## src/include/wbuf_settings.svh

```systemverilog
/*
 * write buffer sizing: entry count, transactions in flight, bus widths
 * and the widths derived from them
 */

`ifndef WBUF_SETTINGS_SVH
`define WBUF_SETTINGS_SVH

// buffer geometry
`define WBUF_DEPTH   4
`define WBUF_MAX_TX  2

// bus widths in bits
`define WBUF_ADDR_W  32
`define WBUF_DATA_W  64

// derived from the widths above
`define WBUF_BYTES   8
`define WBUF_OFF_W   3
`define WBUF_WADDR_W 29
`define WBUF_PTR_W   2
`define WBUF_TID_W   1

`endif

```

## src/source/wbuf_entry_pkg.sv

```systemverilog
/*
 * write buffer storage types: one buffer entry, one transaction slot,
 * and the rule that cuts sendable bytes into an aligned transfer
 */

`include "wbuf_settings.svh"

package wbuf_entry_pkg;

  typedef logic [`WBUF_BYTES-1:0] byte_mask_t;

  // per byte: valid/dirty/txblock
  // 000 free, 110 waiting to be sent, 101 in flight, 111 rewritten while in flight
  typedef struct packed {
    logic [`WBUF_WADDR_W-1:0] waddr;
    logic [`WBUF_DATA_W-1:0]  data;
    byte_mask_t               valid;
    byte_mask_t               dirty;
    byte_mask_t               txblock;
  } wbuf_entry_t;

  typedef struct packed {
    logic                   vld;
    byte_mask_t             be;
    logic [`WBUF_PTR_W-1:0] ptr;
  } tx_slot_t;

  // largest aligned 8/4/2/1 byte block at the lowest sendable byte
  // that is fully sendable, empty mask in gives empty mask out
  function automatic byte_mask_t tx_mask(byte_mask_t send);
    byte_mask_t  be;
    byte_mask_t  blk;
    int unsigned off;
    be  = '0;
    off = 0;
    for (int k = `WBUF_BYTES - 1; k >= 0; k--) begin
      if (send[k]) begin
        off = k;
      end
    end
    // try the widest block first
    for (int s = `WBUF_OFF_W; s >= 0; s--) begin
      blk = byte_mask_t'((1 << (1 << s)) - 1) << off;
      if ((be == '0) && ((off % (1 << s)) == 0) && ((send & blk) == blk)) begin
        be = blk;
      end
    end
    return be;
  endfunction

endpackage

```

## src/source/wbuf_bus_pkg.sv

```systemverilog
/*
 * write buffer port types: core store request, memory write request
 * and memory write response
 */

`include "wbuf_settings.svh"

package wbuf_bus_pkg;

  // core store, be selects bytes of the addressed 64-bit word
  typedef struct packed {
    logic                   valid;
    logic [`WBUF_ADDR_W-1:0] addr;
    logic [`WBUF_BYTES-1:0]  be;
    logic [`WBUF_DATA_W-1:0] data;
  } core_wreq_t;

  // memory write, size 0..3 means 1, 2, 4 or 8 bytes
  // data carries the whole word with every byte in its own lane
  typedef struct packed {
    logic                   valid;
    logic [`WBUF_ADDR_W-1:0] addr;
    logic [1:0]              size;
    logic [`WBUF_TID_W-1:0]  tid;
    logic [`WBUF_DATA_W-1:0] data;
  } mem_wreq_t;

  // write completion, one cycle strobe
  typedef struct packed {
    logic                  valid;
    logic [`WBUF_TID_W-1:0] tid;
  } mem_wrsp_t;

endpackage

```

## src/source/rr_arbiter.sv

```systemverilog
/*
 * round-robin arbiter, returns the index of the chosen requester
 * and holds that choice until it is granted
 */

`timescale 1ns/1ps

module rr_arbiter #(
  parameter int NUM_REQ = 4,
  localparam int IDX_W = (NUM_REQ > 1) ? $clog2(NUM_REQ) : 1
) (
  input  logic               clk_i,
  input  logic               rst_ni,
  input  logic [NUM_REQ-1:0] req_i,
  input  logic               gnt_i,
  output logic [IDX_W-1:0]   idx_o,
  output logic               vld_o
);

  logic [IDX_W-1:0] rr_q;
  logic [IDX_W-1:0] lock_idx_q;
  logic             lock_q;
  logic [IDX_W-1:0] pick;
  logic             found;

  // search starts right after the last granted requester
  // so the last winner gets the lowest priority
  always_comb begin : p_search
    int unsigned cand;
    pick  = rr_q;
    found = 1'b0;
    for (int unsigned i = 1; i <= NUM_REQ; i++) begin
      cand = (32'(rr_q) + i) % NUM_REQ;
      if (!found && req_i[cand]) begin
        pick  = IDX_W'(cand);
        found = 1'b1;
      end
    end
  end

  // a pending choice stays put until gnt_i
  assign idx_o = lock_q ? lock_idx_q : pick;
  assign vld_o = lock_q ? req_i[lock_idx_q] : found;

  always_ff @(posedge clk_i or negedge rst_ni) begin : p_regs
    if (!rst_ni) begin
      rr_q       <= '0;
      lock_q     <= 1'b0;
      lock_idx_q <= '0;
    end else if (vld_o && gnt_i) begin
      rr_q   <= idx_o;
      lock_q <= 1'b0;
    end else if (vld_o) begin
      lock_q     <= 1'b1;
      lock_idx_q <= idx_o;
    end
  end

  // the owner of a held choice keeps requesting until served
  a_lock_held: assert property (@(posedge clk_i) disable iff (!rst_ni)
    lock_q |-> req_i[lock_idx_q])
    else $error("rr_arbiter: locked requester dropped its request");

endmodule

```

## src/source/wbuf_store.sv

```systemverilog
/*
 * write buffer entries: hit and free search, coalescing of core writes,
 * per-byte valid/dirty/in-flight tracking on take and evict
 */

`timescale 1ns/1ps
`include "wbuf_settings.svh"

module wbuf_store
  import wbuf_entry_pkg::*;
  import wbuf_bus_pkg::*;
(
  input  logic                                clk_i,
  input  logic                                rst_ni,
  input  core_wreq_t                          core_req_i,
  output logic                                core_gnt_o,
  input  logic                                take_i,
  input  logic [`WBUF_PTR_W-1:0]              take_ptr_i,
  input  byte_mask_t                          take_be_i,
  input  logic                                evict_i,
  input  logic [`WBUF_PTR_W-1:0]              evict_ptr_i,
  input  byte_mask_t                          evict_be_i,
  output wbuf_entry_t [`WBUF_DEPTH-1:0]       entries_o,
  output byte_mask_t [`WBUF_DEPTH-1:0]        sendable_o,
  output logic                                empty_o
);

  localparam int PTR_W = `WBUF_PTR_W;

  logic [`WBUF_DEPTH-1:0][`WBUF_WADDR_W-1:0] waddr_q;
  logic [`WBUF_DEPTH-1:0][`WBUF_DATA_W-1:0]  data_q;
  byte_mask_t [`WBUF_DEPTH-1:0]              valid_q, valid_d;
  byte_mask_t [`WBUF_DEPTH-1:0]              dirty_q, dirty_d;
  byte_mask_t [`WBUF_DEPTH-1:0]              txblock_q, txblock_d;
  byte_mask_t [`WBUF_DEPTH-1:0]              send;

  logic [`WBUF_WADDR_W-1:0] req_waddr;
  logic [`WBUF_DEPTH-1:0]   hit;
  logic [`WBUF_DEPTH-1:0]   free;
  logic [PTR_W-1:0]         hit_ptr, free_ptr, wr_ptr;
  logic                     offer_wait;
  logic                     hold_conflict;

  assign req_waddr = core_req_i.addr[`WBUF_ADDR_W-1:`WBUF_OFF_W];

  ////////////////////////////////////////
  // per entry flags
  ////////////////////////////////////////

  for (genvar k = 0; k < `WBUF_DEPTH; k++) begin : gen_flags
    assign hit[k]  = (|valid_q[k]) && (waddr_q[k] == req_waddr);
    assign free[k] = ~|valid_q[k];
    // an entry with any byte in flight sends nothing, so two writes
    // to the same word can never overtake each other in memory
    assign send[k] = (|txblock_q[k]) ? '0 : (dirty_q[k] & valid_q[k]);
    assign entries_o[k] = '{waddr:   waddr_q[k],
                            data:    data_q[k],
                            valid:   valid_q[k],
                            dirty:   dirty_q[k],
                            txblock: txblock_q[k]};
  end

  assign sendable_o = send;
  assign empty_o    = ~|valid_q;

  // lowest index wins in both searches
  always_comb begin : p_ptr
    hit_ptr  = '0;
    free_ptr = '0;
    for (int k = `WBUF_DEPTH - 1; k >= 0; k--) begin
      if (hit[k]) begin
        hit_ptr = PTR_W'(k);
      end
      if (free[k]) begin
        free_ptr = PTR_W'(k);
      end
    end
  end

  assign wr_ptr = (|hit) ? hit_ptr : free_ptr;

  ////////////////////////////////////////
  // core grant
  ////////////////////////////////////////

  // take_be_i is nonzero while a transfer is offered to memory
  // the offered entry may still merge, as long as bytes and shape of the
  // offered transfer stay the same
  assign offer_wait    = (|take_be_i) && !take_i;
  assign hold_conflict = offer_wait && hit[take_ptr_i] &&
                         (((core_req_i.be & take_be_i) != '0) ||
                          (tx_mask(send[take_ptr_i] | core_req_i.be) != take_be_i));

  assign core_gnt_o = core_req_i.valid && ((|hit) || (|free)) && !hold_conflict;

  ////////////////////////////////////////
  // byte state update
  ////////////////////////////////////////

  always_comb begin : p_state
    valid_d   = valid_q;
    dirty_d   = dirty_q;
    txblock_d = txblock_q;
    // returned bytes leave flight, untouched ones are freed
    if (evict_i) begin
      txblock_d[evict_ptr_i] = txblock_q[evict_ptr_i] & ~evict_be_i;
      valid_d[evict_ptr_i]   = valid_q[evict_ptr_i] & ~(evict_be_i & ~dirty_q[evict_ptr_i]);
    end
    // accepted transfer, dirty -> in flight
    if (take_i) begin
      dirty_d[take_ptr_i]   = dirty_d[take_ptr_i] & ~take_be_i;
      txblock_d[take_ptr_i] = txblock_d[take_ptr_i] | take_be_i;
    end
    // core write last, so a byte rewritten this cycle ends up dirty
    if (core_gnt_o) begin
      valid_d[wr_ptr] = valid_d[wr_ptr] | core_req_i.be;
      dirty_d[wr_ptr] = dirty_d[wr_ptr] | core_req_i.be;
    end
  end

  always_ff @(posedge clk_i or negedge rst_ni) begin : p_state_regs
    if (!rst_ni) begin
      valid_q   <= '0;
      dirty_q   <= '0;
      txblock_q <= '0;
    end else begin
      valid_q   <= valid_d;
      dirty_q   <= dirty_d;
      txblock_q <= txblock_d;
    end
  end

  // word address and merged data bytes
  always_ff @(posedge clk_i) begin : p_payload
    if (core_gnt_o) begin
      waddr_q[wr_ptr] <= req_waddr;
      for (int j = 0; j < `WBUF_BYTES; j++) begin
        if (core_req_i.be[j]) begin
          data_q[wr_ptr][8*j +: 8] <= core_req_i.data[8*j +: 8];
        end
      end
    end
  end

  a_hit_onehot: assert property (@(posedge clk_i) disable iff (!rst_ni)
    $onehot0(hit))
    else $error("wbuf_store: word held by more than one entry");

  // issue and tracker must never point at the same bytes at once
  a_take_evict: assert property (@(posedge clk_i) disable iff (!rst_ni)
    (take_i && evict_i && (take_ptr_i == evict_ptr_i)) |-> ((take_be_i & evict_be_i) == '0))
    else $error("wbuf_store: take and evict on the same bytes");

  for (genvar k = 0; k < `WBUF_DEPTH; k++) begin : gen_state_chk
    for (genvar j = 0; j < `WBUF_BYTES; j++) begin : gen_byte
      a_byte_state: assert property (@(posedge clk_i) disable iff (!rst_ni)
        {valid_q[k][j], dirty_q[k][j], txblock_q[k][j]} inside
          {3'b000, 3'b110, 3'b101, 3'b111})
        else $error("wbuf_store: entry %0d byte %0d in illegal state", k, j);
    end
  end

endmodule

```

## src/source/wbuf_tx_issue.sv

```systemverilog
/*
 * transfer issue: cuts the chosen entry's sendable bytes into one
 * naturally aligned transfer and drives the memory write request
 */

`timescale 1ns/1ps
`include "wbuf_settings.svh"

module wbuf_tx_issue
  import wbuf_entry_pkg::*;
  import wbuf_bus_pkg::*;
(
  input  wbuf_entry_t            entry_i,
  input  byte_mask_t             sendable_i,
  input  logic                   sel_vld_i,
  input  logic                   slot_free_i,
  input  logic [`WBUF_TID_W-1:0] tid_i,
  output mem_wreq_t              mem_wreq_o,
  input  logic                   mem_ack_i,
  output logic                   take_o,
  output byte_mask_t             take_be_o
);

  localparam int OFF_W = `WBUF_OFF_W;

  byte_mask_t       tx_be;
  logic [OFF_W-1:0] tx_off;
  logic [1:0]       tx_size;
  logic             req_vld;

  // e.g. sendable 0011_1001 gives 0000_0001 now, then 0000_1000, then 0011_0000
  assign tx_be = tx_mask(sendable_i);

  // offset is the first byte of the block
  always_comb begin : p_off
    tx_off = '0;
    for (int k = `WBUF_BYTES - 1; k >= 0; k--) begin
      if (tx_be[k]) begin
        tx_off = OFF_W'(k);
      end
    end
  end

  // block length to size code
  always_comb begin : p_size
    case ($countones(tx_be))
      8:       tx_size = 2'd3;
      4:       tx_size = 2'd2;
      2:       tx_size = 2'd1;
      default: tx_size = 2'd0;
    endcase
  end

  // need something to send and a free transaction slot
  assign req_vld = sel_vld_i && slot_free_i;

  assign mem_wreq_o.valid = req_vld;
  assign mem_wreq_o.addr  = {entry_i.waddr, tx_off};
  assign mem_wreq_o.size  = tx_size;
  assign mem_wreq_o.tid   = tid_i;
  // full word, bytes outside the transfer are don't care
  assign mem_wreq_o.data  = entry_i.data;

  assign take_o = req_vld && mem_ack_i;
  // also tells the store which bytes are on offer
  assign take_be_o = req_vld ? tx_be : '0;

endmodule

```

## src/source/wbuf_tx_tracker.sv

```systemverilog
/*
 * transaction tracking: slot table of transfers in flight, queue of
 * returned IDs, and eviction of the bytes of each returned transfer
 */

`timescale 1ns/1ps
`include "wbuf_settings.svh"

module wbuf_tx_tracker
  import wbuf_entry_pkg::*;
  import wbuf_bus_pkg::*;
(
  input  logic                    clk_i,
  input  logic                    rst_ni,
  input  logic                    take_i,
  input  logic [`WBUF_PTR_W-1:0]  take_ptr_i,
  input  byte_mask_t              take_be_i,
  input  logic [`WBUF_TID_W-1:0]  tid_i,
  input  mem_wrsp_t               mem_wrsp_i,
  output logic [`WBUF_MAX_TX-1:0] slot_free_o,
  output logic                    evict_o,
  output logic [`WBUF_PTR_W-1:0]  evict_ptr_o,
  output byte_mask_t              evict_be_o
);

  localparam int QPTR_W = (`WBUF_MAX_TX > 1) ? $clog2(`WBUF_MAX_TX) : 1;
  localparam int CNT_W  = $clog2(`WBUF_MAX_TX + 1);
  localparam logic [QPTR_W-1:0] QLAST = QPTR_W'(`WBUF_MAX_TX - 1);

  tx_slot_t [`WBUF_MAX_TX-1:0]                   slot_q, slot_d;
  logic [`WBUF_MAX_TX-1:0][`WBUF_TID_W-1:0]      rtrn_q;
  logic [QPTR_W-1:0]                             rd_ptr_q, wr_ptr_q;
  logic [CNT_W-1:0]                              cnt_q;
  logic [`WBUF_TID_W-1:0]                        head_id;
  logic                                          pop;

  ////////////////////////////////////////
  // returned ID queue
  ////////////////////////////////////////

  // one pop per cycle, a response is seen here one cycle after its strobe
  assign pop     = (cnt_q != '0);
  assign head_id = rtrn_q[rd_ptr_q];

  always_ff @(posedge clk_i or negedge rst_ni) begin : p_queue_ctrl
    if (!rst_ni) begin
      rd_ptr_q <= '0;
      wr_ptr_q <= '0;
      cnt_q    <= '0;
    end else begin
      if (mem_wrsp_i.valid) begin
        wr_ptr_q <= (wr_ptr_q == QLAST) ? '0 : wr_ptr_q + 1'b1;
      end
      if (pop) begin
        rd_ptr_q <= (rd_ptr_q == QLAST) ? '0 : rd_ptr_q + 1'b1;
      end
      cnt_q <= cnt_q + CNT_W'(mem_wrsp_i.valid) - CNT_W'(pop);
    end
  end

  always_ff @(posedge clk_i) begin : p_queue_data
    if (mem_wrsp_i.valid) begin
      rtrn_q[wr_ptr_q] <= mem_wrsp_i.tid;
    end
  end

  ////////////////////////////////////////
  // slot table
  ////////////////////////////////////////

  // the popped slot is busy and the slot being taken is free,
  // so the two updates never hit the same slot
  always_comb begin : p_slots
    slot_d = slot_q;
    if (pop) begin
      slot_d[head_id].vld = 1'b0;
    end
    if (take_i) begin
      slot_d[tid_i] = '{vld: 1'b1, be: take_be_i, ptr: take_ptr_i};
    end
  end

  always_ff @(posedge clk_i or negedge rst_ni) begin : p_slot_regs
    if (!rst_ni) begin
      slot_q <= '0;
    end else begin
      slot_q <= slot_d;
    end
  end

  for (genvar k = 0; k < `WBUF_MAX_TX; k++) begin : gen_free
    assign slot_free_o[k] = ~slot_q[k].vld;
  end

  assign evict_o     = pop;
  assign evict_ptr_o = slot_q[head_id].ptr;
  assign evict_be_o  = slot_q[head_id].be;

  // memory answers only IDs that were issued and not yet retired
  a_rsp_busy: assert property (@(posedge clk_i) disable iff (!rst_ni)
    mem_wrsp_i.valid |-> slot_q[mem_wrsp_i.tid].vld)
    else $error("wbuf_tx_tracker: response for free slot %0d", mem_wrsp_i.tid);

endmodule

```

## src/source/write_buffer.sv

```systemverilog
/*
 * coalescing write buffer: merges core stores per 64-bit word and
 * drains them to memory as aligned transfers with out-of-order responses
 */

`timescale 1ns/1ps
`include "wbuf_settings.svh"

module write_buffer
  import wbuf_entry_pkg::*;
  import wbuf_bus_pkg::*;
(
  input  logic       clk_i,
  input  logic       rst_ni,
  input  core_wreq_t core_req_i,
  output logic       core_gnt_o,
  output mem_wreq_t  mem_wreq_o,
  input  logic       mem_ack_i,
  input  mem_wrsp_t  mem_wrsp_i,
  output logic       empty_o
);

  wbuf_entry_t [`WBUF_DEPTH-1:0] entries;
  byte_mask_t [`WBUF_DEPTH-1:0]  sendable;
  logic [`WBUF_DEPTH-1:0]        dirty_req;
  logic [`WBUF_PTR_W-1:0]        dirty_idx;
  logic                          dirty_vld;
  logic [`WBUF_MAX_TX-1:0]       slot_free;
  logic [`WBUF_TID_W-1:0]        tid;
  logic                          slot_vld;
  logic                          take;
  byte_mask_t                    take_be;
  logic                          evict;
  logic [`WBUF_PTR_W-1:0]        evict_ptr;
  byte_mask_t                    evict_be;

  for (genvar k = 0; k < `WBUF_DEPTH; k++) begin : gen_req
    assign dirty_req[k] = |sendable[k];
  end

  wbuf_store u_store (
    .clk_i, .rst_ni, .core_req_i, .core_gnt_o,
    .take_i (take), .take_ptr_i (dirty_idx), .take_be_i (take_be),
    .evict_i (evict), .evict_ptr_i (evict_ptr), .evict_be_i (evict_be),
    .entries_o (entries), .sendable_o (sendable), .empty_o
  );

  // entry to drain next, held while memory stalls
  rr_arbiter #(.NUM_REQ(`WBUF_DEPTH)) u_dirty_arb (
    .clk_i, .rst_ni, .req_i (dirty_req), .gnt_i (take), .idx_o (dirty_idx), .vld_o (dirty_vld)
  );

  // transaction ID for that transfer
  rr_arbiter #(.NUM_REQ(`WBUF_MAX_TX)) u_slot_arb (
    .clk_i, .rst_ni, .req_i (slot_free), .gnt_i (take), .idx_o (tid), .vld_o (slot_vld)
  );

  wbuf_tx_issue u_tx_issue (
    .entry_i (entries[dirty_idx]), .sendable_i (sendable[dirty_idx]),
    .sel_vld_i (dirty_vld), .slot_free_i (slot_vld), .tid_i (tid),
    .mem_wreq_o, .mem_ack_i, .take_o (take), .take_be_o (take_be)
  );

  wbuf_tx_tracker u_tx_tracker (
    .clk_i, .rst_ni, .take_i (take), .take_ptr_i (dirty_idx), .take_be_i (take_be),
    .tid_i (tid), .mem_wrsp_i, .slot_free_o (slot_free),
    .evict_o (evict), .evict_ptr_o (evict_ptr), .evict_be_o (evict_be)
  );

endmodule

```

## config.mk

```make
export PLATFORM = sky130hd
export DESIGN_NAME = write_buffer
export DESIGN_NICKNAME = d
export VERILOG_FILES = /design/src/source/wbuf_entry_pkg.sv /design/src/source/wbuf_bus_pkg.sv /design/src/source/rr_arbiter.sv /design/src/source/wbuf_store.sv /design/src/source/wbuf_tx_issue.sv /design/src/source/wbuf_tx_tracker.sv /design/src/source/write_buffer.sv
export VERILOG_INCLUDE_DIRS = /design/src /design/src/include
export SDC_FILE = /design/constraint.sdc
export NUM_CORES = 1
export LEC_CHECK = 0
export ABC_CLOCK_PERIOD_IN_PS = 8700
export BUFFER_PORTS_ARGS = -buffer_cell sky130_fd_sc_hd__clkbuf_2
export CORE_MARGIN = 2
export CORE_UTILIZATION = 55
export DETAILED_ROUTE_END_ITERATION = 8
export PLACE_DENSITY = 0.77
export SYNTH_ARGS = -nofsm -noshare
export SYNTH_HDL_FRONTEND = slang
export SYNTH_SLANG_ARGS = --single-unit
```

## constraint.sdc

```tcl
create_clock -name clk_i -period 8.7 [get_ports clk_i]
set_clock_uncertainty 0.05 [all_clocks]
set_input_delay 1.305 -clock clk_i [delete_from_list [all_inputs] [get_ports clk_i]]
set_output_delay 1.305 -clock clk_i [all_outputs]
set_load 0.1 [all_outputs]
```

==> flow_metrics.py <==
metrics = {
    "run": {
        "max-cap-violations": 0,
    },
    "hold_path": {
        "hp-class": "flop to flop",
    },
    "floorplanning": {
        "ios": 212,
        "die_h_um": 229,
        "start_util_pct": 55.5,
        "die-width_um": 229,
        "core_mm2": 0.0500,
        "rows": 82,
        "dieArea_mm2": 0.0523,
    },
    "timing": {
        "fmax_mhz": 109,
        "slew_violations": 0,
        "fin_crit_sh_pct": 106,
        "holdWs_ps": 428,
        "slew_headroom_pct": 20.9,
        "rsz0062_at_grt": "yes",
        "tightest_slew_ps": 1180,
        "setup_ws_ps": -490,
        "hold_viol_final": 0,
        "setup_violations": 3,
        "fin_crit_ps": 9190,
    },
    "synthesis": {
        "synth_area_mm2": 0.0277,
        "synth_area_leaders": "edfxtp_1 40%, dfrtp_1 12%, nand2_1 7.3%",
        "ys.flop_type": "edfxtp_1",
        "synth_most_common_cell": "nand2_1",
        "syn_nets": 2770,
        "synth_cells": 2628,
        "synth_edf_count": 374,
        "yosysWarnings": 0,
        "async_flop_share_pct": 25.8,
        "yosys_register_bits": 504,
        "avgSynthCellArea_um2": 10.6,
        "yosysSeqAreaShare_pct": 52.2,
        "yosysUniqueCellTypes": 109,
        "synth_commonest_cells": "540 x nand2_1, 374 x edfxtp_1, 167 x nor2_1",
        "yosysTopAreaCell": "edfxtp_1",
        "synth_top_area_share_pct": 40.5,
    },
    "pwr": {
        "p_leak_nw": 13.4,
        "powerDensity_mw_per_mm2": 171,
        "ir_drop_v": 0.000180,
        "total_power_mw": 5.73,
    },
    "route": {
        "drt_wl_total_um": 90600,
        "first_iter_violations": 3337,
        "post_drt_via_cell_ratio": 6.44,
        "vias": 23918,
        "drt_pass1_iterations": 8,
        "wl_per_cell_um": 24.4,
        "drc": 0,
        "ant_nets": 0,
    },
    "clock_tree": {
        "cts_tree": "done",
        "numCtsBuffers": 52,
        "cts_num_sinks": 504,
        "cts_max_path_buffers": 3,
        "clock_latency_ps": 610,
        "clockRootBuffer": "clkbuf_16",
        "cts.reportedPaths.clkPinSlew_ps": 60,
        "cts_max_level": 2,
    },
    "global_route": {
        "grt_pass1_wl_um": 136000,
        "grt_max_degree": 72,
        "antenna_found_initial": 1,
        "track_usage_pct": 33.8,
        "grt_pass1_vias": 23432,
        "grt_overflow": 0,
    },
    "layout": {
        "drive_gt1_share_pct": 24.2,
        "fin_nets": 3143,
        "antenna_cells": 0,
        "ff_latch_area_mm2": 0.0145,
        "post-route-util_pct": 66.9,
        "area_growth_pct": 20.5,
        "fillers": 3693,
        "multi_input_area_mm2": 0.0130,
    },
    "outcome": {
        "violations": "setup timing",
        "outcome": "complete, but fails checks",
    },
    "setup_path": {
        "crit_fanout": 10,
        "worst_ep_required_time_ps": 7340,
        "reg2reg_depth": 29,
        "cp_slowest_cell": "fa_2",
        "reg2reg_slack_ps": 820,
        "cp-startpoint": "u_store.entries_o[131]",
        "cp-endpoint": "mem_wreq_o[66]",
        "max_stage_delay_ps": 560,
        "critPathCaptureType": "output pin",
        "crit_path_start_kind": "flop",
        "worstPathArrival_ps": 7830,
        "r2r_start": "u_store.entries_o[363]",
        "crit_type": "flop to output pin",
        "r2r-end": "u_store.entries_o[187]",
    },
    "place": {
        "numPortBuffers": 208,
        "dp_hpwl_um": 62500,
        "place_congestion": 1.02,
    },
}
-- report_power, final --
| part | switching [mW] | internal (mW) | leakage, nW |
|---|---|---|---|
| Combinational | 0.464 | 0.318 | 7.75 |
| Clock | 0.948 | 1.26 | 0.809 |
| Sequential | 0.0598 | 2.68 | 4.83 |
| Total | 1.47 | 4.26 | 13.4 |
-- kinds of logic (layout without fill, tap and decap cells) --
kind of cell,after synthesis,count (layout),share of synthesized area [%]
flip-flops,504,504,52.2
multiplexers,192,192,8.53
XOR/XNOR,127,127,4.01
adder cells (fa/ha/maj),32,32,1.55
AND/OR/NAND/NOR,1106,1106,18.6
AO/OA/AOI/OAI,466,466,11.9
buffers and inverters,201,616,3.23
-- per-layer routing --
layer,track usage (%),vias up,routed length (um)
met5,0,-,13
met4,12.8,2,3640
met3,7.27,296,9960
met2,54.2,1589,41800
met1,45.4,11605,35100
li1,-,10426,-
-- state kept, by name (all words and copies together), names as in the netlist --
| register | count |
|---|---|
| u_dirty_arb.lock_idx_q | 2 |
| u_slot_arb.lock_q | 1 |
| u_slot_arb.rr_q | 1 |
| u_dirty_arb.lock_q | 1 |
| u_tx_tracker.slot_q | 22 |
| u_tx_tracker.cnt_q | 2 |
| u_slot_arb.lock_idx_q | 1 |
| u_dirty_arb.rr_q | 2 |
| u_store.entries_o | 468 |
| u_tx_tracker.wr_ptr_q | 1 |
| u_tx_tracker.rtrn_q | 2 |
| u_tx_tracker.rd_ptr_q | 1 |
-- per-stage QoR --
step	cell area [um2]	setup slack (ps)	std cells	setup TNS (ps)
final	33400	-490	3715	-1180
after global routing	33400	-732	3715	-1930
after CTS	33100	-506	3702	-1100
after detailed placement	31300	-45.0	3601	-45.0
after global placement	31300	35.0	3601	0
after floorplan	28000	-386	2628	-636
-- how the worst min path moves through the flow --
stage                             from                 endpoint  slack [ps]  depth (start not counted)
4_1_cts         u_tx_tracker.slot_q[3]   u_tx_tracker.slot_q[3]         430                          2
3_5_place_dp   u_tx_tracker.slot_q[19]  u_tx_tracker.slot_q[19]         420                          2
3_3_place_gp   u_tx_tracker.slot_q[15]  u_tx_tracker.slot_q[15]         410                          2
6_report        u_tx_tracker.slot_q[3]   u_tx_tracker.slot_q[3]         430                          2
5_1_grt          u_tx_tracker.wr_ptr_q    u_tx_tracker.wr_ptr_q         460                          1
2_1_floorplan  u_tx_tracker.slot_q[13]  u_tx_tracker.slot_q[13]         400                          2
-- critical path: cells and delay by family (launching register included) --
kind                       cells  cell delay [ps]
adders and majority gates      6             2090
AOI/OAI and AO/OA             11             2850
and+or+nand+nor                3              510
DFF                            1              390
muxes                          2              350
xor gates and xnor gates       1              100
buffers and inverters          7              920
-- placed cells by master, fill, tap and decap left out, types with 16 or more instances in the layout --
cell type	instances
a21oi_1	79
o21ai_0	67
nand2_1	536
nor3_1	29
mux2i_1	125
clkbuf_16	54
edfxtp_1	374
nor2_1	164
nor4_1	39
buf_4	257
ha_1	24
buf_12	16
dfrtp_1	130
clkbuf_2	201
xor2_1	57
and2_1	31
a31oi_1	100
nand3_1	58
inv_1	36
xnor2_1	68
a211oi_1	32
nand4_1	26
mux4_2	28
and3_1	137
mux2_2	21
-- cell type report --
type                    count  area share, %
multi-input cells        1923           38.8
clock inverters            23          0.644
clock buffers              73           4.34
inverters                  44          0.509
well taps                 672           2.52
flip-flops and latches    504           43.3
repair buffers            476           9.90
-- timing repair --
action                                  4_1_cts  5_1_grt
resized for setup                            30       30
hold buffers                                  0        0
cloned                                        0        1
endpoints found under the setup margin        3        3
hold endpoints to repair                      0        0
pin swaps                                    11       19
buffers inserted                              5       12
Power figures use the tool's default switching activity.
